[config.mk]
export PLATFORM = sky130hd
export DESIGN_NAME = stq_top
export DESIGN_NICKNAME = d
export VERILOG_FILES = /design/src/logic/stq_pkg.sv /design/src/logic/stq_alloc.sv /design/src/logic/stq_entry.sv /design/src/logic/stq_entry_array.sv /design/src/logic/stq_fwd_select.sv /design/src/logic/stq_top.sv
export SDC_FILE = /design/constraint.sdc
export NUM_CORES = 1
export LEC_CHECK = 0
export BUFFER_PORTS_ARGS = -buffer_cell sky130_fd_sc_hd__buf_4
export CAP_MARGIN = 15
export CORE_ASPECT_RATIO = 0.75
export CORE_MARGIN = 5
export CORE_UTILIZATION = 40
export CTS_BUF_LIST = sky130_fd_sc_hd__clkbuf_16
export CTS_CLUSTER_DIAMETER = 40
export DETAILED_ROUTE_END_ITERATION = 8
export GPL_TIMING_DRIVEN = 0
export MAX_ROUTING_LAYER = met4
export SETUP_SLACK_MARGIN = 0.3
export SYNTH_ARGS = -nofsm -noshare
export SYNTH_HDL_FRONTEND = slang
export SYNTH_SLANG_ARGS = --single-unit
[constraint.sdc]
create_clock -name clk -period 9.2 [get_ports clk]
set_input_delay 0.46 -clock clk [delete_from_list [all_inputs] [get_ports clk]]
set_output_delay 0.46 -clock clk [all_outputs]
set_load 0.005 [all_outputs]
[src/logic/stq_pkg.sv]
//######################################################################
// store queue package
// depth, field widths and the typedefs shared by the queue blocks
//######################################################################
`default_nettype none

package stq_pkg;

  localparam int STQ_DEPTH = 8;
  localparam int IDX_W = 3;
  // occupancy needs one more bit than an index
  localparam int CNT_W = IDX_W + 1;
  localparam int ADDR_W = 12;
  localparam int BYTES_W = 4;
  localparam int DATA_W = 32;

  typedef logic [IDX_W-1:0] idx_t;
  typedef logic [STQ_DEPTH-1:0] entry_vec_t;
  typedef logic [CNT_W-1:0] cnt_t;
  // word-aligned line address
  typedef logic [ADDR_W-1:0] addr_t;
  typedef logic [BYTES_W-1:0] byte_mask_t;
  typedef logic [DATA_W-1:0] data_t;

endpackage

`default_nettype wire

[src/logic/stq_alloc.sv]
//######################################################################
// store queue allocator
// keeps head, commit and tail pointers in program order and gates
// the store, commit and free strobes against the queue state
//######################################################################
`timescale 1ns/1ps
`default_nettype none

module stq_alloc
  import stq_pkg::*;
(
  input  logic       clk,
  input  logic       rst,
  input  logic       store_en,
  input  logic       commit_en,
  input  logic       free_en,
  output entry_vec_t wrt_en,
  output entry_vec_t commit_vec,
  output entry_vec_t free_vec,
  output idx_t       tail_idx,
  output logic       full
);

  idx_t head_ptr;
  idx_t cmt_ptr;
  idx_t tail_ptr;
  // allocated entries, and the part of them not yet committed
  cnt_t count;
  cnt_t ucnt;

  logic acc_store;
  logic acc_commit;
  logic acc_free;

  assign full = (count == CNT_W'(STQ_DEPTH));

  assign acc_store = store_en && !full;
  assign acc_commit = commit_en && (ucnt != '0);
  // head is committed whenever any committed entry exists
  assign acc_free = free_en && (count != ucnt);

  assign wrt_en = acc_store ? (entry_vec_t'(1) << tail_ptr) : '0;
  assign commit_vec = acc_commit ? (entry_vec_t'(1) << cmt_ptr) : '0;
  assign free_vec = acc_free ? (entry_vec_t'(1) << head_ptr) : '0;

  assign tail_idx = tail_ptr;

  always_ff @(posedge clk) begin
    if (rst) begin
      head_ptr <= '0;
      cmt_ptr <= '0;
      tail_ptr <= '0;
      count <= '0;
      ucnt <= '0;
    end else begin
      if (acc_store) begin
        tail_ptr <= tail_ptr + idx_t'(1);
      end
      if (acc_commit) begin
        cmt_ptr <= cmt_ptr + idx_t'(1);
      end
      if (acc_free) begin
        head_ptr <= head_ptr + idx_t'(1);
      end
      count <= count + cnt_t'(acc_store) - cnt_t'(acc_free);
      ucnt <= ucnt + cnt_t'(acc_store) - cnt_t'(acc_commit);
    end
  end

  // commit pointer stays between head and tail
  a_cmt_in_range: assert property (
    @(posedge clk) disable iff (rst)
    (ucnt <= count) && (idx_t'(tail_ptr - cmt_ptr) == idx_t'(ucnt))
  ) else $error("commit pointer ran past the tail");

  // a store offered while full is dropped
  a_store_full: assert property (
    @(posedge clk) disable iff (rst)
    full |-> !store_en
  ) else $warning("store_en while full, store dropped");

endmodule

`default_nettype wire

[src/logic/stq_entry.sv]
//######################################################################
// store queue entry
// address, byte mask, data and state bits of one in-flight store,
// with the compare logic for both load check ports
//######################################################################
`timescale 1ns/1ps
`default_nettype none

module stq_entry
  import stq_pkg::*;
(
  input  logic       clk,
  input  logic       rst,
  input  logic       wrt_en,
  input  addr_t      wrt_addr,
  input  byte_mask_t wrt_bytes,
  input  logic       upd_en,
  input  data_t      upd_data,
  input  logic       commit_en,
  input  logic       free_en,
  input  logic       chk0_en,
  input  addr_t      chk0_addr,
  input  byte_mask_t chk0_bytes,
  input  logic       chk1_en,
  input  addr_t      chk1_addr,
  input  byte_mask_t chk1_bytes,
  output logic       chk0_match,
  output logic       chk0_partial,
  output logic       chk1_match,
  output logic       chk1_partial,
  output data_t      data
);

  addr_t      addr_q;
  byte_mask_t bytes_q;
  data_t      data_q;
  logic       free_q;
  logic       ready_q;
  logic       cmt_q;

  // {match, partial} for one load against this entry
  function automatic logic [1:0] check(input logic en, input addr_t a,
                                       input byte_mask_t b);
    logic overlap;
    logic covered;
    overlap = en && !free_q && !cmt_q && (a == addr_q) && ((b & bytes_q) != '0);
    covered = ((b & ~bytes_q) == '0);
    return {overlap && covered && ready_q, overlap && (!covered || !ready_q)};
  endfunction

  always_comb begin
    {chk0_match, chk0_partial} = check(chk0_en, chk0_addr, chk0_bytes);
    {chk1_match, chk1_partial} = check(chk1_en, chk1_addr, chk1_bytes);
  end

  assign data = data_q;

  // later strobes win in the order write, update, commit, free
  always_ff @(posedge clk) begin
    if (rst) begin
      free_q <= 1'b1;
      ready_q <= 1'b1;
      cmt_q <= 1'b0;
    end else begin
      if (wrt_en) begin
        free_q <= 1'b0;
        ready_q <= 1'b0;
        cmt_q <= 1'b0;
      end
      if (upd_en) begin
        ready_q <= 1'b1;
      end
      if (commit_en) begin
        cmt_q <= 1'b1;
      end
      if (free_en) begin
        free_q <= 1'b1;
        cmt_q <= 1'b0;
      end
    end
  end

  always_ff @(posedge clk) begin
    if (wrt_en) begin
      addr_q <= wrt_addr;
      bytes_q <= wrt_bytes;
    end
    if (upd_en) begin
      data_q <= upd_data;
    end
  end

  a_wrt_free: assert property (
    @(posedge clk) disable iff (rst)
    wrt_en |-> free_q
  ) else $error("write to an entry still in use");

  a_free_cmt: assert property (
    @(posedge clk) disable iff (rst)
    free_en |-> cmt_q
  ) else $error("free of an uncommitted entry");

endmodule

`default_nettype wire

[src/logic/stq_entry_array.sv]
//######################################################################
// store queue entry array
// eight entries sharing the store, data and load check buses
//######################################################################
`timescale 1ns/1ps
`default_nettype none

module stq_entry_array
  import stq_pkg::*;
(
  input  logic                    clk,
  input  logic                    rst,
  input  entry_vec_t              wrt_en,
  input  addr_t                   store_addr,
  input  byte_mask_t              store_bytes,
  input  logic                    data_en,
  input  idx_t                    data_idx,
  input  data_t                   data_val,
  input  entry_vec_t              commit_vec,
  input  entry_vec_t              free_vec,
  input  logic                    chk0_en,
  input  addr_t                   chk0_addr,
  input  byte_mask_t              chk0_bytes,
  input  logic                    chk1_en,
  input  addr_t                   chk1_addr,
  input  byte_mask_t              chk1_bytes,
  output entry_vec_t              chk0_match,
  output entry_vec_t              chk0_partial,
  output entry_vec_t              chk1_match,
  output entry_vec_t              chk1_partial,
  output data_t [STQ_DEPTH-1:0]   entry_data
);

  entry_vec_t upd_vec;

  assign upd_vec = data_en ? (entry_vec_t'(1) << data_idx) : '0;

  for (genvar e = 0; e < STQ_DEPTH; e++) begin : g_entry
    stq_entry u_entry (
      .clk          (clk),
      .rst          (rst),
      .wrt_en       (wrt_en[e]),
      .wrt_addr     (store_addr),
      .wrt_bytes    (store_bytes),
      .upd_en       (upd_vec[e]),
      .upd_data     (data_val),
      .commit_en    (commit_vec[e]),
      .free_en      (free_vec[e]),
      .chk0_en      (chk0_en),
      .chk0_addr    (chk0_addr),
      .chk0_bytes   (chk0_bytes),
      .chk1_en      (chk1_en),
      .chk1_addr    (chk1_addr),
      .chk1_bytes   (chk1_bytes),
      .chk0_match   (chk0_match[e]),
      .chk0_partial (chk0_partial[e]),
      .chk1_match   (chk1_match[e]),
      .chk1_partial (chk1_partial[e]),
      .data         (entry_data[e])
    );
  end

endmodule

`default_nettype wire

[src/logic/stq_fwd_select.sv]
//######################################################################
// forward selector
// picks the youngest overlapping store for one load check port and
// registers hit, replay or miss
//######################################################################
`timescale 1ns/1ps
`default_nettype none

module stq_fwd_select
  import stq_pkg::*;
(
  input  logic                  clk,
  input  logic                  rst,
  input  logic                  chk_en,
  input  entry_vec_t            match,
  input  entry_vec_t            partial,
  input  idx_t                  tail_idx,
  input  data_t [STQ_DEPTH-1:0] entry_data,
  output logic                  hit,
  output logic                  replay,
  output idx_t                  idx,
  output data_t                 data
);

  logic [2*STQ_DEPTH-1:0] match2;
  logic [2*STQ_DEPTH-1:0] partial2;
  entry_vec_t rot_match;
  entry_vec_t rot_partial;

  logic sel_hit;
  logic sel_replay;
  idx_t sel_idx;

  // rotate so bit 7 is the entry just below the tail, the youngest
  assign match2 = {match, match} >> tail_idx;
  assign partial2 = {partial, partial} >> tail_idx;
  assign rot_match = match2[STQ_DEPTH-1:0];
  assign rot_partial = partial2[STQ_DEPTH-1:0];

  // ascending scan, so the highest set position wins
  always_comb begin
    sel_hit = 1'b0;
    sel_replay = 1'b0;
    sel_idx = '0;
    for (int j = 0; j < STQ_DEPTH; j++) begin
      if (rot_match[j] || rot_partial[j]) begin
        sel_hit = rot_match[j];
        sel_replay = !rot_match[j];
        sel_idx = idx_t'(j) + tail_idx;
      end
    end
  end

  always_ff @(posedge clk) begin
    if (rst) begin
      hit <= 1'b0;
      replay <= 1'b0;
      idx <= '0;
      data <= '0;
    end else begin
      hit <= chk_en && sel_hit;
      replay <= chk_en && sel_replay;
      idx <= (chk_en && sel_hit) ? sel_idx : '0;
      data <= (chk_en && sel_hit) ? entry_data[sel_idx] : '0;
    end
  end

  // the chosen index maps back to an entry that matched
  a_hit_matched: assert property (
    @(posedge clk) disable iff (rst)
    hit |-> $past(match[sel_idx])
  ) else $error("hit on an entry that did not match");

endmodule

`default_nettype wire

[src/logic/stq_top.sv]
//######################################################################
// store queue top
// allocator, entry array and a forward selector per load check port
//######################################################################
`timescale 1ns/1ps
`default_nettype none

module stq_top
  import stq_pkg::*;
(
  input  logic       clk,
  input  logic       rst,
  input  logic       store_en,
  input  addr_t      store_addr,
  input  byte_mask_t store_bytes,
  input  logic       data_en,
  input  idx_t       data_idx,
  input  data_t      data_val,
  input  logic       commit_en,
  input  logic       free_en,
  input  logic       ld0_en,
  input  addr_t      ld0_addr,
  input  byte_mask_t ld0_bytes,
  input  logic       ld1_en,
  input  addr_t      ld1_addr,
  input  byte_mask_t ld1_bytes,
  output idx_t       store_idx,
  output logic       full,
  output logic       ld0_hit,
  output logic       ld0_replay,
  output idx_t       ld0_idx,
  output data_t      ld0_data,
  output logic       ld1_hit,
  output logic       ld1_replay,
  output idx_t       ld1_idx,
  output data_t      ld1_data
);

  entry_vec_t wrt_en;
  entry_vec_t commit_vec;
  entry_vec_t free_vec;
  idx_t       tail_idx;

  entry_vec_t chk0_match;
  entry_vec_t chk0_partial;
  entry_vec_t chk1_match;
  entry_vec_t chk1_partial;
  data_t [STQ_DEPTH-1:0] entry_data;

  // next store lands at the tail
  assign store_idx = tail_idx;

  stq_alloc u_alloc (
    .clk        (clk),
    .rst        (rst),
    .store_en   (store_en),
    .commit_en  (commit_en),
    .free_en    (free_en),
    .wrt_en     (wrt_en),
    .commit_vec (commit_vec),
    .free_vec   (free_vec),
    .tail_idx   (tail_idx),
    .full       (full)
  );

  stq_entry_array u_array (
    .clk          (clk),
    .rst          (rst),
    .wrt_en       (wrt_en),
    .store_addr   (store_addr),
    .store_bytes  (store_bytes),
    .data_en      (data_en),
    .data_idx     (data_idx),
    .data_val     (data_val),
    .commit_vec   (commit_vec),
    .free_vec     (free_vec),
    .chk0_en      (ld0_en),
    .chk0_addr    (ld0_addr),
    .chk0_bytes   (ld0_bytes),
    .chk1_en      (ld1_en),
    .chk1_addr    (ld1_addr),
    .chk1_bytes   (ld1_bytes),
    .chk0_match   (chk0_match),
    .chk0_partial (chk0_partial),
    .chk1_match   (chk1_match),
    .chk1_partial (chk1_partial),
    .entry_data   (entry_data)
  );

  stq_fwd_select u_fwd0 (
    .clk        (clk),
    .rst        (rst),
    .chk_en     (ld0_en),
    .match      (chk0_match),
    .partial    (chk0_partial),
    .tail_idx   (tail_idx),
    .entry_data (entry_data),
    .hit        (ld0_hit),
    .replay     (ld0_replay),
    .idx        (ld0_idx),
    .data       (ld0_data)
  );

  stq_fwd_select u_fwd1 (
    .clk        (clk),
    .rst        (rst),
    .chk_en     (ld1_en),
    .match      (chk1_match),
    .partial    (chk1_partial),
    .tail_idx   (tail_idx),
    .entry_data (entry_data),
    .hit        (ld1_hit),
    .replay     (ld1_replay),
    .idx        (ld1_idx),
    .data       (ld1_data)
  );

endmodule

`default_nettype wire

==> impl_metrics.csv, run 1 <==
group,metric,value,unit
worst_hold_path,hold_path_depth,1,
job,maxCapViolations,1,
layout,area_delta_synth_final,17.8,%
layout,seq_area,13800,µm²
setup_path,required,9650,ps
routing,drc_errors,0,
clocking,cts_resized,0,
yosys,synthFlopType,"edfxtp_1",
worst_hold_path,min_from,"data_val[19]",
die,rows,86,
yosys,synth_top_area_share,38.6,%
yosys,syn_avg_cell_area,10.6,µm²
timing,fin_worst_skew,25.9,ps
yosys,synth_cell_type_count,97,
global_routing,grt_usage,32.7,%
yosys,synth_top_area_cell,"edfxtp_1",
clocking,tritoncts,"done",
die,io_pins,169,
die,initial_core_util,40.5,%
timing,report.final.setup_viol,0,
clocking,htreeDepth,3,
clocking,clk_latency,640,ps
clocking,clkSinkCount,499,
yosys,syn-num-nets,2934,
power,power.density,344,nW/µm²
layout,fill_cells,6786,
yosys,ys_warn_count,0,
timing,tightest_slew,1490,ps
timing,fin_crit_sh,88.4,%
timing,tns,0,ps
power,peakVddDrop,0.344,mV
global_routing,antenna_found_initial,3,
global_routing,grt_max_degree,23,
clocking,numCtsBuffers,75,
status,status,"finished with violations",
clocking,clk_path_buf_depth,3,
place,portBuffers,145,
yosys,async_reset_ff_share,0,%
setup_path,max_stage_delay,1000,ps
yosys,postSynthCellCount,2811,
setup_path,cp.depth,15,
timing,hold_violations,0,
global_routing,overflow,0,
clocking,cts_setup_buffers,0,
yosys,ys_top_cells_by_area,"edfxtp_1 39%, dfxtp_1 7.7%, mux2i_1 5.8%, xnor2_1 3.6%, o22ai_1 3.1%",
layout,finalNonFillerCells,4097,
place,dp.cells,3951,
setup_path,crit_type,"flop to flop",
die,die_w,326,µm
setup_path,reg2reg_from,"u_alloc.tail_idx[0]",
setup_path,crit_start,"u_alloc.tail_idx[0]",
timing,rsz0062_at_grt,"no",
worst_hold_path,hold_class,"input pin to flop",
routing,drt-initial-drc-count,4340,
status,violations,"max-capacitance violations, max-slew violations",
global_routing,grt_pass1_vias,25576,
setup_path,crit_path_cell_trace,"inv_2 > buf_1 > clkbuf_1 > clkbuf_1 > clkbuf_1 > clkbuf_1 > ha_1 > nand3_1 > a311oi_1 > o221a_2 > o221a_2 > buf_2 > clkbuf_1 > nor3_1 > a311oi_1",
yosys,synth_seq_cells,499,
global_routing,grt_pass1_wl,187000,µm
routing,viasPerCell,6.70,
die,coreArea,73800,µm²
clocking,ctsHoldBuffers,0,
yosys,synth-seq-area-share,46.3,%
setup_path,crit_fanout,12,
timing,period_needed,8130,ps
power,p_leak,12.6,nW
timing,maxSlewHeadroom,-0.293,%
setup_path,start_kind,"flop",
setup_path,reg2reg_depth,15,
routing,drtAntennaViolNets,0,
layout,drive_above_1_share,17.0,%
place,place.gp.congestion,1.00,
setup_path,crit_top_cell,"clkbuf_1",
setup_path,path_buf_inv,8,
clocking,path_clk_slew,60,ps
timing,timing.final.max_slew_violations,1,
routing,num_vias,27437,
setup_path,worst_setup_path_end_kind,"flop",
timing,whs,59.7,ps
setup_path,crit_family,"buffers and inverters",
routing,avgRoutedWirePerCell,32.4,µm
setup_path,critical_path_arrival,8590,ps
layout,multi_input_area,14900,µm²
routing,drtPass1Iterations,7,
layout,layout.nets,3189,
clocking,cts-root-buf,"clkbuf_16",
timing,timing.fmax,123,MHz
yosys,mappedNetlistArea,29900,µm²
die,dieHeight,247,µm
place,hpwlAfterDp,101000,µm
die,die_area,80400,µm²
yosys,synth_edf_count,384,
routing,wl,133000,µm
setup_path,critPathSlowestCell,"clkbuf_1",
synthesized netlist by cell type (all sizes together), types with 18 or more instances:
master   instances
a2111oi         19
a211o           50
a211oi          30
a21o            18
a21oi           47
a22o            22
a22oi           37
a311oi          29
and2            23
buf             96
clkbuf         126
dfxtp          115
edfxtp         384
ha              30
inv             61
mux2            68
mux2i          174
nand2          169
nand2b          26
nand3          115
nand3b          63
nand4           38
nor2            91
nor2b           52
nor3           171
nor4            74
nor4b           32
o211ai          25
o21ai           26
o22a            36
o22ai          146
xnor2          122
xor2            85
registers in the layout, indices dropped and copies added (netlist names), 3 cells and up:
signal                           cells
u_array.g_entry.u_entry.data       256
u_array.g_entry.u_entry.addr_q      96
u_array.g_entry.u_entry.bytes_q     32
u_fwd0.data                         32
u_fwd1.data                         32
u_array.g_entry.u_entry.cmt_q        8
u_array.g_entry.u_entry.free_q       8
u_array.g_entry.u_entry.ready_q      8
u_alloc.count                        4
u_alloc.ucnt                         4
u_alloc.cmt_ptr                      3
u_alloc.head_ptr                     3
u_alloc.tail_idx                     3
u_fwd0.idx                           3
u_fwd1.idx                           3
routing by layer:
metal	share of wire [%]	GRT usage, %	wire length [µm]	up-vias
li1	-	-	-	11493
met1	45	49.5	60100	13745
met2	38	41.6	50400	2016
met3	15	11.3	19800	183
met4	1.8	6.29	2410	0
met5	0	-	0	-
layout by cell type, fill, tap and decap left out, types with 62 or more instances in the layout:
cell       synthesis  routed
inv_1             59      67
clkbuf_1         125     125
nand3b_1          62      62
o22ai_1          146     146
nand2_1          169     169
clkbuf_16          0      78
xor2_1            85      85
nor3_1           171     169
xnor2_1          122     122
edfxtp_1         384     384
dfxtp_1          115     115
nor4_1            74      72
mux2i_1          174     174
mux2_2            68      68
nand3_1          114     114
nor2_1            91      85
buf_4             23     177
area by class of cell:
type                       count  share of cell area [%]
antenna                        1                 0.00710
buffer                       222                    2.88
tap                          968                    3.44
multi-input combinational   2029                    42.4
timing repair buffer         178                    4.02
sequential                   499                    39.3
inverter                      61                   0.650
clock inverter                61                    1.82
clock buffer                  78                    5.54
worst paths after layout:
kind                                    endpoint  slack, ps
max                               u_fwd0.data[3]       1070
min          u_array.g_entry[1].u_entry.data[19]         60
max reg2reg                       u_fwd0.data[3]       1070
min reg2reg    u_array.g_entry[7].u_entry.free_q        450
logic make-up after synthesis:
| logic type | synth area share, % |
|---|---|
| AOI/OAI and AO/OA | 15.6 |
| xor gates and xnor gates | 6.06 |
| buffers and inverters | 4.16 |
| and+or+nand+nor | 17.7 |
| DFF | 46.3 |
| adders and majority gates | 1.39 |
| muxes | 8.84 |
stage by stage:
step / total power, mW / setup slack, ps / instance area, µm² / util [%]
4_1_cts: 11.9 / 1670 / 35200 / 47.7
2_1_floorplan: 6.75 / 5030 / 29900 / -
3_3_place_gp: 8.80 / 1360 / 32200 / 43.6
6_report: 12.1 / 1070 / 35200 / 47.7
3_5_place_dp: 8.91 / 1700 / 32600 / 44.1
5_1_grt: 12.5 / 1050 / 35200 / 47.7
where the power goes:
part / switching (mW) / internal [mW] / total (mW)
logic: 4.09 / 2.28 / 6.37
registers: 0.144 / 2.65 / 2.79
clock network: 1.14 / 1.80 / 2.94
total: 5.38 / 6.72 / 12.1
Note: power is estimated with default switching activity, not from simulation.
==> inputs of run 2 (changes only) <==
Settings changed: CELL_PAD_IN_SITES_DETAIL_PLACEMENT set to 1, CELL_PAD_IN_SITES_GLOBAL_PLACEMENT set to 2, PLACE_DENSITY_LB_ADDON set to 0.1.
==> run 2 against run 1 <==
The run now ends clean; sequential share of layout area shrank 0.26 points; clock-buffer cell count grew 8; design area grew 0.65%; critical path depth grew 1.
==> impl_metrics.csv, run 2 (same netlist as run 1, synthesis figures left out) <==
group,metric,value,unit
clocking,tritoncts,"done",
setup_path,critical_path_arrival,8680,ps
power,intPower,6.86,mW
routing,num_vias,28032,
job,maxCapViolations,0,
place,portBuffers,145,
power,total_power,12.5,mW
timing,fin_worst_skew,27.5,ps
routing,wl_met1,67200,µm
die,coreArea,73800,µm²
power,comb_power_share,52.3,%
die,dieHeight,247,µm
die,io_pins,169,
clocking,cts_setup_buffers,0,
power,pwr-share-clk,25.4,%
clocking,clkSinkCount,499,
routing,met2WireLength,55300,µm
setup_path,crit_top_cell,"clkbuf_1",
clocking,numCtsBuffers,79,
routing,highest-signal-layer,"met4",
setup_path,crit_family,"buffers and inverters",
routing,wl,144000,µm
global_routing,antenna_found_initial,7,
setup_path,path_buf_inv,9,
timing,timing.final.max_slew_violations,0,
power,p_leak,12.7,nW
place,place.gp.congestion,1.01,
status,status,"finished, final reports clean",
setup_path,start_kind,"flop",
setup_path,crit_path_cell_trace,"clkbuf_1 > inv_1 > buf_2 > clkbuf_1 > clkbuf_1 > clkbuf_1 > clkbuf_1 > ha_1 > nand3_1 > a311oi_1 > o221a_2 > o221a_2 > buf_2 > clkbuf_1 > nor3_1 > a311oi_1",
clocking,ctsHoldBuffers,0,
timing,report.final.setup_viol,0,
layout,reg.largest.list,"u_array.g_entry.u_entry.data x256, u_array.g_entry.u_entry.addr_q x96",
clocking,cts_resized,0,
power,switchingPower,5.62,mW
timing,period_needed,8250,ps
clocking,clk_latency,640,ps
layout,fill_cells,7971,
routing,avgRoutedWirePerCell,35.1,µm
die,rows,86,
die,initial_core_util,40.5,%
place,place_ws,1450,ps
layout,drive_above_1_share,17.5,%
routing,viasPerCell,6.83,
layout,layout.nets,3192,
clocking,htreeDepth,3,
routing,dr_wl_met3,19100,µm
timing,fin_crit_sh,89.6,%
routing,drtAntennaViolNets,0,
setup_path,max_stage_delay,920,ps
layout,area_delta_synth_final,18.6,%
clocking,path_clk_slew,60,ps
clocking,clk_path_buf_depth,3,
die,die_area,80400,µm²
routing,drtPass1Iterations,6,
layout,largest_reg_flops,256,
global_routing,grt_usage,35.5,%
power,pwr-share-seq,22.4,%
timing,fin_ws,952,ps
die,die_w,326,µm
setup_path,required,9640,ps
layout,final_cell_mix,"384 x edfxtp_1, 177 x buf_4, 174 x mux2i_1, 169 x nand2_1, 169 x nor3_1",
timing,maxSlewHeadroom,17.0,%
setup_path,worst_setup_path_end_kind,"flop",
timing,timing.fmax,121,MHz
global_routing,grt_pass1_vias,27736,
routing,drc_errors,0,
timing,rsz0062_at_grt,"no",
timing,whs,52.9,ps
power,power.density,352,nW/µm²
power,peakVddDrop,0.248,mV
power,p_sw_share,45.1,%
clocking,cts-root-buf,"clkbuf_16",
layout,final_core_util,48.0,%
setup_path,critPathSlowestCell,"clkbuf_1",
worst_hold_path,hold_class,"input pin to flop",
timing,tns,0,ps
layout,regMostFlops,"u_array.g_entry.u_entry.data",
global_routing,grt_max_degree,20,
setup_path,crit_fanout,12,
place,hpwlAfterDp,110000,µm
global_routing,overflow,0,
timing,tightest_slew,1230,ps
global_routing,grt_pass1_wl,203000,µm
layout,final_common_cell,"edfxtp_1",
setup_path,crit_type,"flop to flop",
timing,hold_violations,0,
routing,drt-initial-drc-count,3975,
[run 2: cell count changes in the layout (fill, tap and decap cells not counted), moves of 2 or more]
cell,delta
clkinv_1,-4
clkbuf_16,+8
clkinv_4,-2
clkinv_2,+7
a2111oi_2,-2
clkinv_8,-2
nor4_2,+3
inv_1,-5
inv_8,-2
inv_6,+10
nor4_1,-3
[run 2: through the flow]
step | instance area, µm² | std cells
global placement | 32200 | 3924
global route | 35500 | 4105
CTS | 35400 | 4101
finish | 35500 | 4106
floorplan | 29900 | 2811
detailed placement | 32600 | 3953
[run 2: metal layers]
layer | global-route usage (%) | vias to the layer above
li1 | - | 11521
met1 | 54.5 | 14458
met2 | 46.1 | 1853
met3 | 10.4 | 200
met4 | 6.64 | 0
met5 | - | -
[run 2: path summary, 6_finish.rpt]
kind / startpoint / endpoint / slack (ps) / cells past startpoint
worst min-delay path: data_val[16] / u_array.g_entry[2].u_entry.data[16] / 50 / 1
worst max register to register: u_alloc.tail_idx[1] / u_fwd0.data[2] / 950 / 16
worst max-delay path: u_alloc.tail_idx[1] / u_fwd0.data[2] / 950 / 16
worst min register to register: u_array.g_entry[7].u_entry.free_q / u_array.g_entry[7].u_entry.free_q / 470 / 2
[run 2: power groups by stage]
stage / sequential (mW) / clock, mW / combinational, mW
floorplan: 2.80 / 0 / 3.96
finish: 2.79 / 3.17 / 6.52
detailed placement: 2.83 / 0 / 6.28
CTS: 2.79 / 3.19 / 6.31
global route: 2.81 / 3.30 / 6.75
global placement: 2.82 / 0 / 6.11
[run 2: area by class of cell]
type / instances / area, µm² / area share, %
Sequential cell: 499 / 13800 / 39.0
Buffer: 222 / 1010 / 2.86
Timing Repair Buffer: 177 / 1410 / 3.98
Clock inverter: 62 / 667 / 1.88
Multi-Input combinational cell: 2029 / 14900 / 42.1
Inverter: 61 / 229 / 0.646
Antenna cell: 2 / 5.00 / 0.0141
Clock buffer: 86 / 2150 / 6.07
Tap cell: 968 / 1210 / 3.42
[run 2: worst register-to-register path: stages (launching register included)]
cell and delay (ps):
dfxtp_1 430, clkbuf_1 480, inv_1 290, buf_2 360, clkbuf_1 590, clkbuf_1 660
clkbuf_1 610, clkbuf_1 920, ha_1 590, nand3_1 140, a311oi_1 470, o221a_2 280
o221a_2 230, buf_2 260, clkbuf_1 650, nor3_1 160, a311oi_1 920
